## src/hdl/up_pkg.sv

```systemverilog
package up_pkg;

   ////////////////////
   // instruction set
   ////////////////////

   // code 4'h5 is left free, so a program never starts with the sync byte.
   typedef enum logic [3:0] {
      OP_LDI  = 4'h0,
      OP_LD   = 4'h1,
      OP_ST   = 4'h2,
      OP_JMP  = 4'h3,
      OP_JZ   = 4'h4,
      OP_ADD  = 4'h6,
      OP_SUB  = 4'h7,
      OP_AND  = 4'h8,
      OP_OR   = 4'h9,
      OP_XOR  = 4'hA,
      OP_MOV  = 4'hB,   // register takes r0.
      OP_MVA  = 4'hC,   // r0 takes register.
      OP_ADDI = 4'hD,
      OP_HALT = 4'hF
   } opcode_t;

   typedef struct packed {
      opcode_t    opcode;
      logic       spare;
      logic [2:0] rsel;
   } instr_reg_t;

   typedef struct packed {
      opcode_t    opcode;
      logic [3:0] imm;
   } instr_imm_t;

   typedef union packed {
      instr_reg_t reg_v;
      instr_imm_t imm_v;
   } instr_t;

   typedef enum logic [2:0] {
      NONE, PC_OUT, OPD_OUT, REG_OUT, ALU_EXEC, LOAD_REG, MOVE
   } dp_op_t;

   ////////////////////
   // memory map, uart
   ////////////////////

   localparam logic [7:0] ADDR_LED  = 8'hFE;
   localparam logic [7:0] ADDR_UART = 8'hFF;
   localparam logic [7:0] SYNC_BYTE = 8'h55;
   localparam int         BAUD_W    = 12;
   localparam int         NUM_REGS  = 8;

endpackage

```

## src/hdl/up_ctrl_if.sv

```systemverilog
`timescale 1ns/1ps

interface up_ctrl_if;
   import up_pkg::*;

   dp_op_t     op;
   logic       ir_we;
   logic       opd_we;
   logic       pc_we;
   logic       rb_we;
   logic [2:0] rb_sel;
   instr_t     ir;       // current instruction, bypassed while it is loaded.
   logic       z;

   modport controller (output op, ir_we, opd_we, pc_we, rb_we, rb_sel, input ir, z);
   modport datapath (input op, ir_we, opd_we, pc_we, rb_we, rb_sel, output ir, z);

endinterface

```

## src/hdl/uart_autobaud.sv

```systemverilog
`timescale 1ns/1ps

module uart_autobaud (
   input  logic       clk,
   input  logic       nRst,
   input  logic       transmit,
   input  logic       rx,
   input  logic [7:0] data_tx,
   output logic       busy_tx,
   output logic       received,
   output logic       tx,
   output logic [7:0] data_rx
);
   import up_pkg::*;

   typedef enum logic [2:0] {
      CAL_WAIT, CAL_MEASURE, RX_IDLE, RX_START, RX_DATA, RX_STOP
   } rx_state_t;

   rx_state_t         rx_state;
   logic [1:0]        rx_sync;
   logic              rx_in;
   logic [BAUD_W-1:0] period;
   logic [BAUD_W-1:0] rx_cnt;
   logic [2:0]        rx_bit;
   logic [7:0]        rx_sh;
   logic              rx_skip;
   logic              cal_done;
   logic [BAUD_W-1:0] tx_cnt;
   logic [3:0]        tx_left;
   logic [8:0]        tx_sh;

   assign rx_in    = rx_sync[1];
   assign cal_done = (rx_state != CAL_WAIT) && (rx_state != CAL_MEASURE);

   ////////////////////
   // receiver
   ////////////////////

   always_ff @(posedge clk or negedge nRst) begin
      if (!nRst) begin
         rx_sync  <= 2'b11;
         rx_state <= CAL_WAIT;
         period   <= '0;
         rx_cnt   <= '0;
         rx_bit   <= 3'd0;
         rx_sh    <= 8'h00;
         rx_skip  <= 1'b0;
         received <= 1'b0;
         data_rx  <= 8'h00;
      end else begin
         rx_sync  <= {rx_sync[0], rx};
         received <= 1'b0;
         case (rx_state)
            CAL_WAIT: begin
               if (!rx_in) begin
                  rx_cnt   <= {{(BAUD_W-1){1'b0}}, 1'b1};
                  rx_state <= CAL_MEASURE;
               end
            end
            CAL_MEASURE: begin
               if (!rx_in) begin
                  rx_cnt <= rx_cnt + 1'b1;   // the sync start bit is one bit long.
               end else begin
                  period   <= rx_cnt;
                  rx_cnt   <= rx_cnt >> 1;   // line is now at the start of data bit 0.
                  rx_bit   <= 3'd0;
                  rx_skip  <= 1'b1;
                  rx_state <= RX_DATA;
               end
            end
            RX_IDLE: begin
               if (!rx_in) begin
                  rx_cnt   <= period >> 1;
                  rx_state <= RX_START;
               end
            end
            RX_START: begin
               if (rx_cnt == '0) begin
                  rx_cnt   <= period - 1'b1;
                  rx_bit   <= 3'd0;
                  rx_state <= rx_in ? RX_IDLE : RX_DATA;   // a short glitch is not a start.
               end else begin
                  rx_cnt <= rx_cnt - 1'b1;
               end
            end
            RX_DATA: begin
               if (rx_cnt == '0) begin
                  rx_cnt <= period - 1'b1;
                  rx_sh  <= {rx_in, rx_sh[7:1]};
                  rx_bit <= rx_bit + 3'd1;
                  if (rx_bit == 3'd7)
                     rx_state <= RX_STOP;
               end else begin
                  rx_cnt <= rx_cnt - 1'b1;
               end
            end
            RX_STOP: begin
               if (rx_cnt == '0) begin
                  if (rx_in && !rx_skip) begin
                     received <= 1'b1;
                     data_rx  <= rx_sh;
                  end
                  rx_skip  <= 1'b0;
                  rx_state <= RX_IDLE;
               end else begin
                  rx_cnt <= rx_cnt - 1'b1;
               end
            end
            default: rx_state <= CAL_WAIT;
         endcase
      end
   end

   ////////////////////
   // transmitter
   ////////////////////

   always_ff @(posedge clk or negedge nRst) begin
      if (!nRst) begin
         busy_tx <= 1'b0;
         tx      <= 1'b1;
         tx_cnt  <= '0;
         tx_left <= 4'd0;
         tx_sh   <= 9'h1FF;
      end else if (!busy_tx) begin
         if (transmit && cal_done) begin
            busy_tx <= 1'b1;
            tx      <= 1'b0;
            tx_sh   <= {1'b1, data_tx};
            tx_left <= 4'd9;   // eight data bits and the stop bit.
            tx_cnt  <= period - 1'b1;
         end
      end else if (tx_cnt != '0) begin
         tx_cnt <= tx_cnt - 1'b1;
      end else begin
         tx_cnt <= period - 1'b1;
         if (tx_left == 4'd0) begin
            busy_tx <= 1'b0;
         end else begin
            tx      <= tx_sh[0];
            tx_sh   <= {1'b1, tx_sh[8:1]};
            tx_left <= tx_left - 4'd1;
         end
      end
   end

endmodule

```

## src/hdl/up.sv

```systemverilog
`timescale 1ns/1ps

module up (
   input  logic       clk,
   input  logic       nRst,
   input  logic       prog,
   input  logic       rx,
   output logic [7:0] led,
   output logic       tx
);

   logic       core_nrst;
   logic       ale;
   logic       mem_re;
   logic       mem_we;
   logic [7:0] data_in;
   logic [7:0] data_out;
   logic       transmit;
   logic [7:0] data_tx;
   logic       received;
   logic [7:0] data_rx;
   logic       busy_tx;

   up_ctrl_if ctl ();

   assign core_nrst = nRst & ~prog;   // the core stays idle while a program loads.

   up_datapath u_datapath (
      .clk      (clk       ),
      .nRst     (core_nrst ),
      .ctl      (ctl       ),
      .data_in  (data_in   ),
      .data_out (data_out  )
   );

   up_controller u_controller (
      .clk      (clk       ),
      .nRst     (core_nrst ),
      .ctl      (ctl       ),
      .ale      (ale       ),
      .mem_re   (mem_re    ),
      .mem_we   (mem_we    )
   );

   up_memory u_memory (
      .clk      (clk       ),
      .nRst     (nRst      ),
      .prog     (prog      ),
      .in       (data_out  ),
      .data_rx  (data_rx   ),
      .ale      (ale       ),
      .we       (mem_we    ),
      .re       (mem_re    ),
      .received (received  ),
      .busy_tx  (busy_tx   ),
      .out      (data_in   ),
      .data_tx  (data_tx   ),
      .leds     (led       ),
      .transmit (transmit  )
   );

   uart_autobaud u_uart (
      .clk      (clk       ),
      .nRst     (nRst      ),
      .transmit (transmit  ),
      .rx       (rx        ),
      .data_tx  (data_tx   ),
      .busy_tx  (busy_tx   ),
      .received (received  ),
      .tx       (tx        ),
      .data_rx  (data_rx   )
   );

endmodule

```

## src/hdl/up_controller.sv

```systemverilog
`timescale 1ns/1ps

module up_controller (
   input  logic          clk,
   input  logic          nRst,
   up_ctrl_if.controller ctl,
   output logic          ale,
   output logic          mem_re,
   output logic          mem_we
);
   import up_pkg::*;

   typedef enum logic [3:0] {
      IDLE, FETCH_ADDR, FETCH_READ, DECODE, OPD_ADDR, OPD_READ,
      MEM_ADDR, MEM_ACCESS, EXEC, HALT
   } state_t;

   state_t  state;
   state_t  state_nxt;
   opcode_t opc;

   assign opc        = ctl.ir.reg_v.opcode;
   assign ctl.rb_sel = ctl.ir.reg_v.rsel;

   always_ff @(posedge clk or negedge nRst) begin
      if (!nRst) begin
         state <= IDLE;
      end else begin
         state <= state_nxt;
      end
   end

   always_comb begin
      state_nxt  = state;
      ctl.op     = NONE;
      ctl.ir_we  = 1'b0;
      ctl.opd_we = 1'b0;
      ctl.pc_we  = 1'b0;
      ctl.rb_we  = 1'b0;
      ale        = 1'b0;
      mem_re     = 1'b0;
      mem_we     = 1'b0;
      case (state)
         IDLE: state_nxt = FETCH_ADDR;
         FETCH_ADDR: begin
            ctl.op    = PC_OUT;
            ctl.pc_we = 1'b1;
            ale       = 1'b1;
            state_nxt = FETCH_READ;
         end
         FETCH_READ: begin
            mem_re    = 1'b1;
            state_nxt = DECODE;
         end
         DECODE: begin
            ctl.ir_we = 1'b1;   // one-byte instructions execute in this cycle.
            state_nxt = FETCH_ADDR;
            case (opc)
               OP_LDI, OP_LD, OP_ST, OP_JMP, OP_JZ: state_nxt = OPD_ADDR;
               OP_ADD, OP_SUB, OP_AND, OP_OR, OP_XOR, OP_ADDI: begin
                  ctl.op    = ALU_EXEC;
                  ctl.rb_we = 1'b1;
               end
               OP_MOV, OP_MVA: begin
                  ctl.op    = MOVE;
                  ctl.rb_we = 1'b1;
               end
               OP_HALT: state_nxt = HALT;
               default: ;   // free codes act as no-ops.
            endcase
         end
         OPD_ADDR: begin
            ctl.op    = PC_OUT;
            ctl.pc_we = 1'b1;
            ale       = 1'b1;
            state_nxt = OPD_READ;
         end
         OPD_READ: begin
            mem_re    = 1'b1;
            state_nxt = (opc == OP_LD || opc == OP_ST) ? MEM_ADDR : EXEC;
         end
         MEM_ADDR: begin
            ctl.opd_we = 1'b1;
            ctl.op     = OPD_OUT;
            ale        = 1'b1;
            mem_re     = (opc == OP_LD);   // read goes out with the address.
            state_nxt  = MEM_ACCESS;
         end
         MEM_ACCESS: begin
            if (opc == OP_LD) begin
               ctl.op    = LOAD_REG;
               ctl.rb_we = 1'b1;
            end else begin
               ctl.op = REG_OUT;
               mem_we = 1'b1;
            end
            state_nxt = FETCH_ADDR;
         end
         EXEC: begin
            ctl.opd_we = 1'b1;
            case (opc)
               OP_LDI: begin
                  ctl.op    = LOAD_REG;
                  ctl.rb_we = 1'b1;
               end
               OP_JMP: begin
                  ctl.op    = OPD_OUT;
                  ctl.pc_we = 1'b1;
               end
               OP_JZ: begin
                  ctl.op    = OPD_OUT;
                  ctl.pc_we = ctl.z;
               end
               default: ;
            endcase
            state_nxt = FETCH_ADDR;
         end
         HALT: ;   // left only by the core reset.
         default: state_nxt = IDLE;
      endcase
   end

endmodule

```

## src/hdl/up_datapath.sv

```systemverilog
`timescale 1ns/1ps

module up_datapath (
   input  logic        clk,
   input  logic        nRst,
   up_ctrl_if.datapath ctl,
   input  logic [7:0]  data_in,
   output logic [7:0]  data_out
);
   import up_pkg::*;

   logic [7:0] pc;
   instr_t     ir_q;
   instr_t     ir_cur;
   logic [7:0] opd_q;
   logic [7:0] opd_cur;
   logic [7:0] regs [NUM_REGS];
   logic [7:0] rb;
   logic [7:0] alu_y;
   logic [2:0] wr_sel;
   logic [7:0] wr_data;
   logic       z_q;

   assign ir_cur  = ctl.ir_we ? instr_t'(data_in) : ir_q;   // a byte is usable as it arrives.
   assign opd_cur = ctl.opd_we ? data_in : opd_q;
   assign rb      = regs[ctl.rb_sel];
   assign ctl.ir  = ir_cur;
   assign ctl.z   = z_q;

   always_ff @(posedge clk or negedge nRst) begin
      if (!nRst) begin
         pc   <= 8'h00;
         ir_q <= '0;
         z_q  <= 1'b0;
      end else begin
         if (ctl.pc_we) begin
            if (ctl.op == OPD_OUT)
               pc <= opd_cur;   // jump target.
            else
               pc <= pc + 8'd1;
         end
         if (ctl.ir_we)
            ir_q <= ir_cur;
         if (ctl.op == ALU_EXEC)
            z_q <= (alu_y == 8'h00);
      end
   end

   always_ff @(posedge clk) begin
      if (ctl.opd_we)
         opd_q <= data_in;
      if (ctl.rb_we)
         regs[wr_sel] <= wr_data;
   end

   always_comb begin
      case (ir_cur.reg_v.opcode)
         OP_ADD:  alu_y = regs[0] + rb;
         OP_SUB:  alu_y = regs[0] - rb;
         OP_AND:  alu_y = regs[0] & rb;
         OP_OR:   alu_y = regs[0] | rb;
         OP_XOR:  alu_y = regs[0] ^ rb;
         OP_ADDI: alu_y = regs[0] + {4'h0, ir_cur.imm_v.imm};
         default: alu_y = regs[0];
      endcase
   end

   always_comb begin
      wr_sel  = ctl.rb_sel;
      wr_data = data_in;   // load from memory or immediate.
      case (ctl.op)
         ALU_EXEC: begin
            wr_sel  = 3'd0;
            wr_data = alu_y;
         end
         MOVE: begin
            if (ir_cur.reg_v.opcode == OP_MVA) begin
               wr_sel  = 3'd0;
               wr_data = rb;
            end else begin
               wr_data = regs[0];
            end
         end
         default: ;
      endcase
   end

   always_comb begin
      case (ctl.op)
         PC_OUT:  data_out = pc;
         OPD_OUT: data_out = opd_cur;
         REG_OUT: data_out = rb;
         default: data_out = regs[0];
      endcase
   end

endmodule

```

## src/hdl/up_memory.sv

```systemverilog
`timescale 1ns/1ps

module up_memory (
   input  logic       clk,
   input  logic       nRst,
   input  logic       prog,
   input  logic [7:0] in,
   input  logic [7:0] data_rx,
   input  logic       ale,
   input  logic       we,
   input  logic       re,
   input  logic       received,
   input  logic       busy_tx,
   output logic [7:0] out,
   output logic [7:0] data_tx,
   output logic [7:0] leds,
   output logic       transmit
);
   import up_pkg::*;

   logic [7:0] ram [256];
   logic [7:0] addr_q;
   logic [7:0] rd_addr;
   logic [7:0] load_addr;
   logic [7:0] rx_byte;
   logic       wr_pend;
   logic       load_fresh;
   logic       prog_q;
   logic       io_wr;

   assign rd_addr = ale ? in : addr_q;
   assign io_wr   = we && (addr_q == ADDR_LED || addr_q == ADDR_UART);

   always_ff @(posedge clk or negedge nRst) begin
      if (!nRst) begin
         addr_q     <= 8'h00;
         leds       <= 8'h00;
         transmit   <= 1'b0;
         prog_q     <= 1'b0;
         load_fresh <= 1'b1;
         wr_pend    <= 1'b0;
         load_addr  <= 8'h00;
      end else begin
         prog_q   <= prog;
         wr_pend  <= 1'b0;
         transmit <= we && (addr_q == ADDR_UART);
         if (ale)
            addr_q <= in;
         if (we && addr_q == ADDR_LED)
            leds <= in;
         if (prog && !prog_q)
            load_fresh <= 1'b1;
         if (wr_pend)
            load_addr <= load_addr + 8'd1;
         if (prog && received) begin
            wr_pend <= !(load_fresh && data_rx == SYNC_BYTE);   // a resent sync is dropped.
            if (load_fresh) begin
               load_fresh <= 1'b0;
               load_addr  <= 8'h00;
            end
         end
      end
   end

   always_ff @(posedge clk) begin
      if (received)
         rx_byte <= data_rx;
      if (we)
         data_tx <= in;
      if (wr_pend)
         ram[load_addr] <= rx_byte;
      else if (we && !io_wr)
         ram[addr_q] <= in;
      if (re) begin
         if (rd_addr == ADDR_UART)
            out <= {7'h00, busy_tx};
         else if (rd_addr == ADDR_LED)
            out <= leds;
         else
            out <= ram[rd_addr];
      end
   end

endmodule

```

## config.mk

```make
export PLATFORM = sky130hd
export DESIGN_NAME = up
export DESIGN_NICKNAME = d
export VERILOG_FILES = /design/src/hdl/up_pkg.sv /design/src/hdl/up_ctrl_if.sv /design/src/hdl/uart_autobaud.sv /design/src/hdl/up.sv /design/src/hdl/up_controller.sv /design/src/hdl/up_datapath.sv /design/src/hdl/up_memory.sv
export SDC_FILE = /design/constraint.sdc
export NUM_CORES = 2
export LEC_CHECK = 0
export BUFFER_PORTS_ARGS = -buffer_cell sky130_fd_sc_hd__buf_2
export CAP_MARGIN = 20
export CORE_MARGIN = 10
export CORE_UTILIZATION = 40
export CTS_CLUSTER_SIZE = 8
export DETAILED_ROUTE_END_ITERATION = 10
export SETUP_SLACK_MARGIN = 0.4
export SYNTH_ARGS = -nofsm -noshare
export SYNTH_HDL_FRONTEND = slang
export SYNTH_HIERARCHICAL = 1
export SYNTH_SLANG_ARGS = --single-unit
```

## constraint.sdc

```tcl
create_clock -name clk -period 18.3 [get_ports clk]
set_input_delay 2.745 -clock clk [delete_from_list [all_inputs] [get_ports clk]]
set_output_delay 2.745 -clock clk [all_outputs]
set_load 0.01 [all_outputs]
```

==> results_tabular.tex <==
\begin{tabular}{lr}
\hline
Metric & Value \\
\hline
\multicolumn{2}{l}{\textbf{Outcome}} \\
Outcome & finished clean \\
\multicolumn{2}{l}{\textbf{Place}} \\
Detailed-placement wirelength estimate & between 150 and 200 mm \\
Number of port buffers & 12 \\
Standard cell area after detailed placement & 98,070 um\^{}2 \\
Final weighted congestion in routability-driven placement & a little under 0.9 \\
\multicolumn{2}{l}{\textbf{Timing}} \\
Post-Route Skew & slightly above 90 ps \\
Worst-case headroom to the max-slew limit & 0.2026 \\
Final clock period utilization by the worst path & 0.5093 \\
Setup TNS & 0 ps \\
WHS & 359.8 ps \\
Final max-slew violation count & 0 \\
Slew at the pin closest to its max-slew limit & 1196 ps \\
Min Tclk post-route & a little over 9000 ps \\
Final number of hold-violating endpoints & 0 \\
Setup repair after global routing missed its margin & no \\
Setup violations, final & 0 \\
Highest clock frequency the design can meet & about 0.11 GHz \\
\multicolumn{2}{l}{\textbf{Yosys}} \\
Leading area contributor after synthesis & sky130\_fd\_sc\_hd\_\_edfxtp\_1 \\
Cell count after synthesis & roughly 7,300 \\
Total standard cell area after synthesis & around 95,000 um\^{}2 \\
Sequential area share after synthesis & 0.7133 \\
Cell variety after synth & about 100 \\
Syn\_area\_per\_cell & 12.97 um\^{}2 \\
Top post-synthesis cells by area & sky130\_fd\_sc\_hd\_\_edfxtp\_1 68\%, sky130\_fd\_sc\_hd\_\_nand2\_1 6.6\%, sky130\_fd\_sc\_hd\_\_nand3\_1 4.1\% \\
Number of warnings reported in the yosys synthesis log & 6 \\
Yosys reg bits & 2,269 \\
Top\_reg\_cell synth & sky130\_fd\_sc\_hd\_\_edfxtp\_1 \\
Share of Yosys cell area claimed by the top area cell type & 0.6783 \\
Share of synthesized flip-flops with an asynchronous set or reset & 0.05509 \\
Count of flip-flops with a built-in enable after synthesis & between 2,000 and 2,500 \\
Syn\_nets & between 7,000 and 8,000 \\
\multicolumn{2}{l}{\textbf{CTS}} \\
Root buffer cell & sky130\_fd\_sc\_hd\_\_clkbuf\_16 \\
Clock tree from TritonCTS & done \\
Register clock-pin slew on the reported worst setup and hold paths & approximately 50 ps \\
Buffer depth of the longest clock path & 4 \\
Total number of H-tree levels & 5 \\
Total clock sinks & between 2,000 and 2,500 \\
Clock buffers created by TritonCTS & roughly 330 \\
Post-CTS setup buffers & 0 \\
Quantity of hold-fixing buffers added after cts & 0 \\
Clock latency at the later pin of the worst-skew pair & 960 ps \\
Post\_cts resized & 0 \\
\multicolumn{2}{l}{\textbf{Critical path}} \\
Slack of the worst reg-to-reg path & 8980 ps \\
Largest fanout on the critical path & around 100 \\
Required time of the worst setup path & 19,110 ps \\
Path type of the worst setup path & register to register \\
CP Data Arrival Time & between 10,000 and 15,000 ps \\
Nature of the critical path startpoint & register \\
Startpoint of the worst register-to-register path & u\_controller/state[1] \\
Critical path endpoint category & register \\
Capturing point of the worst reg2reg path & u\_memory/out[0] \\
R2r worst-path depth & 25 \\
\multicolumn{2}{l}{\textbf{Pwr}} \\
Clock Power Share & 0.468 \\
Combinational group share of total power & 0.031 \\
Cell Int Power & between 9000 and 10,000 uW \\
Power spent charging and discharging nets & 2375 uW \\
Power density of the placed cells & $\sim$110 nW/um\^{}2 \\
Leakage & about 0.037 uW \\
Switching share of power & 0.2081 \\
Proportion of power drawn by flip-flops and latches & 0.500 \\
IR drop worst, VDD & 87.37 uV \\
\multicolumn{2}{l}{\textbf{GRT}} \\
Initial antenna violation count & 11 \\
Number of global-route vias before repair & 59,036 \\
Met1 GRT Util & 0.2997 \\
All-layer global routing usage & 0.2146 \\
First-pass GRT wire length & slightly above 400 mm \\
Busiest layer in global routing & met2 \\
GR Util met3 & 0.04512 \\
Largest net degree at the start of global routing & 164 \\
Global route total overflow & 0 \\
Met2 track demand over resource in global routing & 0.3280 \\
\multicolumn{2}{l}{\textbf{Drt}} \\
Total DRC errors in the routed layout & 0 \\
Number of routed nets with antenna violations & 0 \\
Routed vias & roughly 63,000 \\
Detailed Routing Iterations Pass 1 & 6 \\
Initial DRC count & 8,219 \\
Drt via density & approximately 6 \\
WL/cell & 27.24 um \\
Total wire length & about 290 mm \\
\multicolumn{2}{l}{\textbf{Min path}} \\
Hold EP & u\_uart/rx\_sync[1] \\
Worst hold path type & register to register \\
Origin of the worst min-delay path & u\_uart/rx\_sync[0] \\
Depth of the worst hold-timing path & 0 \\
\multicolumn{2}{l}{\textbf{Die}} \\
Width of the chip & between 500 and 600 um \\
Die Y-Extent & roughly 500 um \\
Core Box Area & about 240,000 um\^{}2 \\
Effective utilization at floorplan & 0.4021 \\
Site Rows & 178 \\
Floorplan die area & 256,200 um\^{}2 \\
Top-Level Pins & 13 \\
\multicolumn{2}{l}{\textbf{Finish}} \\
Fraction of layout cells with a size suffix above 1 & 0.09699 \\
Nets@finish & approximately 7,300 \\
Final std cell area, no fill & approximately 110,000 um\^{}2 \\
Synthesis-to-layout area growth & 13.09\% \\
\multicolumn{2}{l}{\textbf{Job}} \\
Max Cap Violations & 0 \\
\hline
\end{tabular}
## cells in the final DEF, fill, tap and decap left out, types with 27 or more instances in the layout
master and n:
sky130_fd_sc_hd__inv_1 66, sky130_fd_sc_hd__clkbuf_16 339, sky130_fd_sc_hd__o211ai_1 43, sky130_fd_sc_hd__o21ai_0 137, sky130_fd_sc_hd__nand4_1 47, sky130_fd_sc_hd__nor4_1 27
sky130_fd_sc_hd__mux2_2 60, sky130_fd_sc_hd__dfrtp_1 113, sky130_fd_sc_hd__nand2_1 1665, sky130_fd_sc_hd__nor2_1 375, sky130_fd_sc_hd__a32oi_1 59, sky130_fd_sc_hd__and3_1 44
sky130_fd_sc_hd__a311oi_1 34, sky130_fd_sc_hd__o21ai_1 39, sky130_fd_sc_hd__nand3_1 781, sky130_fd_sc_hd__mux4_2 36, sky130_fd_sc_hd__a21oi_1 197, sky130_fd_sc_hd__o22ai_1 31
sky130_fd_sc_hd__nor3_1 35, sky130_fd_sc_hd__ha_1 35, sky130_fd_sc_hd__mux2i_1 244, sky130_fd_sc_hd__clkbuf_1 53, sky130_fd_sc_hd__edfxtp_1 2136, sky130_fd_sc_hd__a31oi_1 99
sky130_fd_sc_hd__buf_4 133
## worst max-delay path by stage
stage | slack [ps] | from | end
after floorplan | 2430 | u_controller/state[2] | u_memory/ram[0][3]
after global placement | 9330 | u_controller/state[1] | u_memory/out[0]
after detailed placement | 9230 | u_controller/state[1] | u_memory/out[0]
after CTS | 9230 | u_controller/state[1] | u_memory/out[0]
after global routing | 8620 | u_controller/state[1] | u_memory/out[0]
final | 8980 | u_controller/state[1] | u_memory/out[0]
## flip-flops by register name, summed over array words and instances, names as in the netlist, 12 cells and up
name / flops
u_uart/rx_cnt: 12
u_datapath/regs: 64
u_uart/tx_cnt: 12
u_uart/period: 12
u_memory/ram: 2048
## metal layers
metal  share of wire  up-vias
li1                -    27038
met1            0.41    31628
met2            0.45     3313
met3           0.096      639
met4           0.042       18
met5         0.00039        -
## through the flow
stage               setup slack [ps]  utilization  total power, uW  cells
floorplan                       2425            -             6047   7289
global placement                9326       0.4169             6148  10114
detailed placement              9226       0.4170             6156  10118
CTS                             9231       0.4543            11480  10517
global route                    8620       0.4546            11730  10522
finish                          8980       0.4547            11410  10530
## cells in the mapped netlist (16+ instances only)
cell / n
sky130_fd_sc_hd__inv_1: 67
sky130_fd_sc_hd__mux4_2: 36
sky130_fd_sc_hd__a221oi_1: 16
sky130_fd_sc_hd__o21ai_1: 38
sky130_fd_sc_hd__nand2b_1: 22
sky130_fd_sc_hd__ha_1: 35
sky130_fd_sc_hd__and3_1: 44
sky130_fd_sc_hd__buf_2: 103
sky130_fd_sc_hd__a22oi_1: 26
sky130_fd_sc_hd__a21oi_1: 200
sky130_fd_sc_hd__a311oi_1: 34
sky130_fd_sc_hd__a31oi_1: 100
sky130_fd_sc_hd__nor2_1: 387
sky130_fd_sc_hd__mux2_2: 65
sky130_fd_sc_hd__nor4_1: 27
sky130_fd_sc_hd__buf_1: 96
sky130_fd_sc_hd__a222oi_1: 21
sky130_fd_sc_hd__or3_1: 22
sky130_fd_sc_hd__a32oi_1: 60
sky130_fd_sc_hd__o221ai_1: 17
sky130_fd_sc_hd__nand2_1: 1665
sky130_fd_sc_hd__o21ai_0: 144
sky130_fd_sc_hd__o211ai_1: 43
sky130_fd_sc_hd__nor3_1: 36
sky130_fd_sc_hd__edfxtp_1: 2136
sky130_fd_sc_hd__dfrtp_1: 113
sky130_fd_sc_hd__mux2i_1: 247
sky130_fd_sc_hd__nand4_1: 47
sky130_fd_sc_hd__clkbuf_1: 256
sky130_fd_sc_hd__nand3_1: 781
sky130_fd_sc_hd__xnor2_1: 20
sky130_fd_sc_hd__a211oi_1: 22
sky130_fd_sc_hd__o22ai_1: 33
## kinds of logic after synthesis
family | share of synthesized area
AOI/OAI and AO/OA | 0.06537
xor gates and xnor gates | 0.002594
adders and majority gates | 0.004843
buffers and inverters | 0.02424
DFF | 0.7133
muxes | 0.04572
and+or+nand+nor | 0.1440
## area by class of cell
class | instances | area (um^2)
inverter | 78 | 310.3
clock buffer | 392 | 8682
clock inverter | 7 | 90.09
timing repair buffer | 158 | 1281
antenna | 8 | 20.02
fill | 20943 | 128300
tap | 3150 | 3941
multi-input combinational | 4468 | 25170
sequential | 2269 | 67440
## power groups by stage
stage	logic, uW	registers, uW	clock network [uW]
global route	388	5710	5630
detailed placement	350	5810	0
global placement	344	5800	0
floorplan	281	5770	0
finish	358	5710	5340
CTS	353	5710	5420
## worst max-delay path: stages (launching register included)
cell and delay (ps):
sky130_fd_sc_hd__dfrtp_1 590, sky130_fd_sc_hd__nand2_1 140, sky130_fd_sc_hd__nor3_2 120, sky130_fd_sc_hd__buf_4 260, sky130_fd_sc_hd__mux2_2 540, sky130_fd_sc_hd__inv_1 210
sky130_fd_sc_hd__mux2_2 370, sky130_fd_sc_hd__o31ai_1 550, sky130_fd_sc_hd__clkinv_1 470, sky130_fd_sc_hd__nand2_1 300, sky130_fd_sc_hd__o22a_1 160, sky130_fd_sc_hd__o22ai_1 120
sky130_fd_sc_hd__a21oi_4 130, sky130_fd_sc_hd__buf_4 450, sky130_fd_sc_hd__mux2i_4 180, sky130_fd_sc_hd__inv_8 580, sky130_fd_sc_hd__buf_4 680, sky130_fd_sc_hd__buf_4 800
sky130_fd_sc_hd__nor2_4 250, sky130_fd_sc_hd__buf_4 390, sky130_fd_sc_hd__a32oi_1 260, sky130_fd_sc_hd__a31oi_1 120, sky130_fd_sc_hd__a31oi_1 180, sky130_fd_sc_hd__o221ai_1 180
sky130_fd_sc_hd__a222oi_1 830, sky130_fd_sc_hd__a311o_1 200
Note: power is estimated with default switching activity, not from simulation.
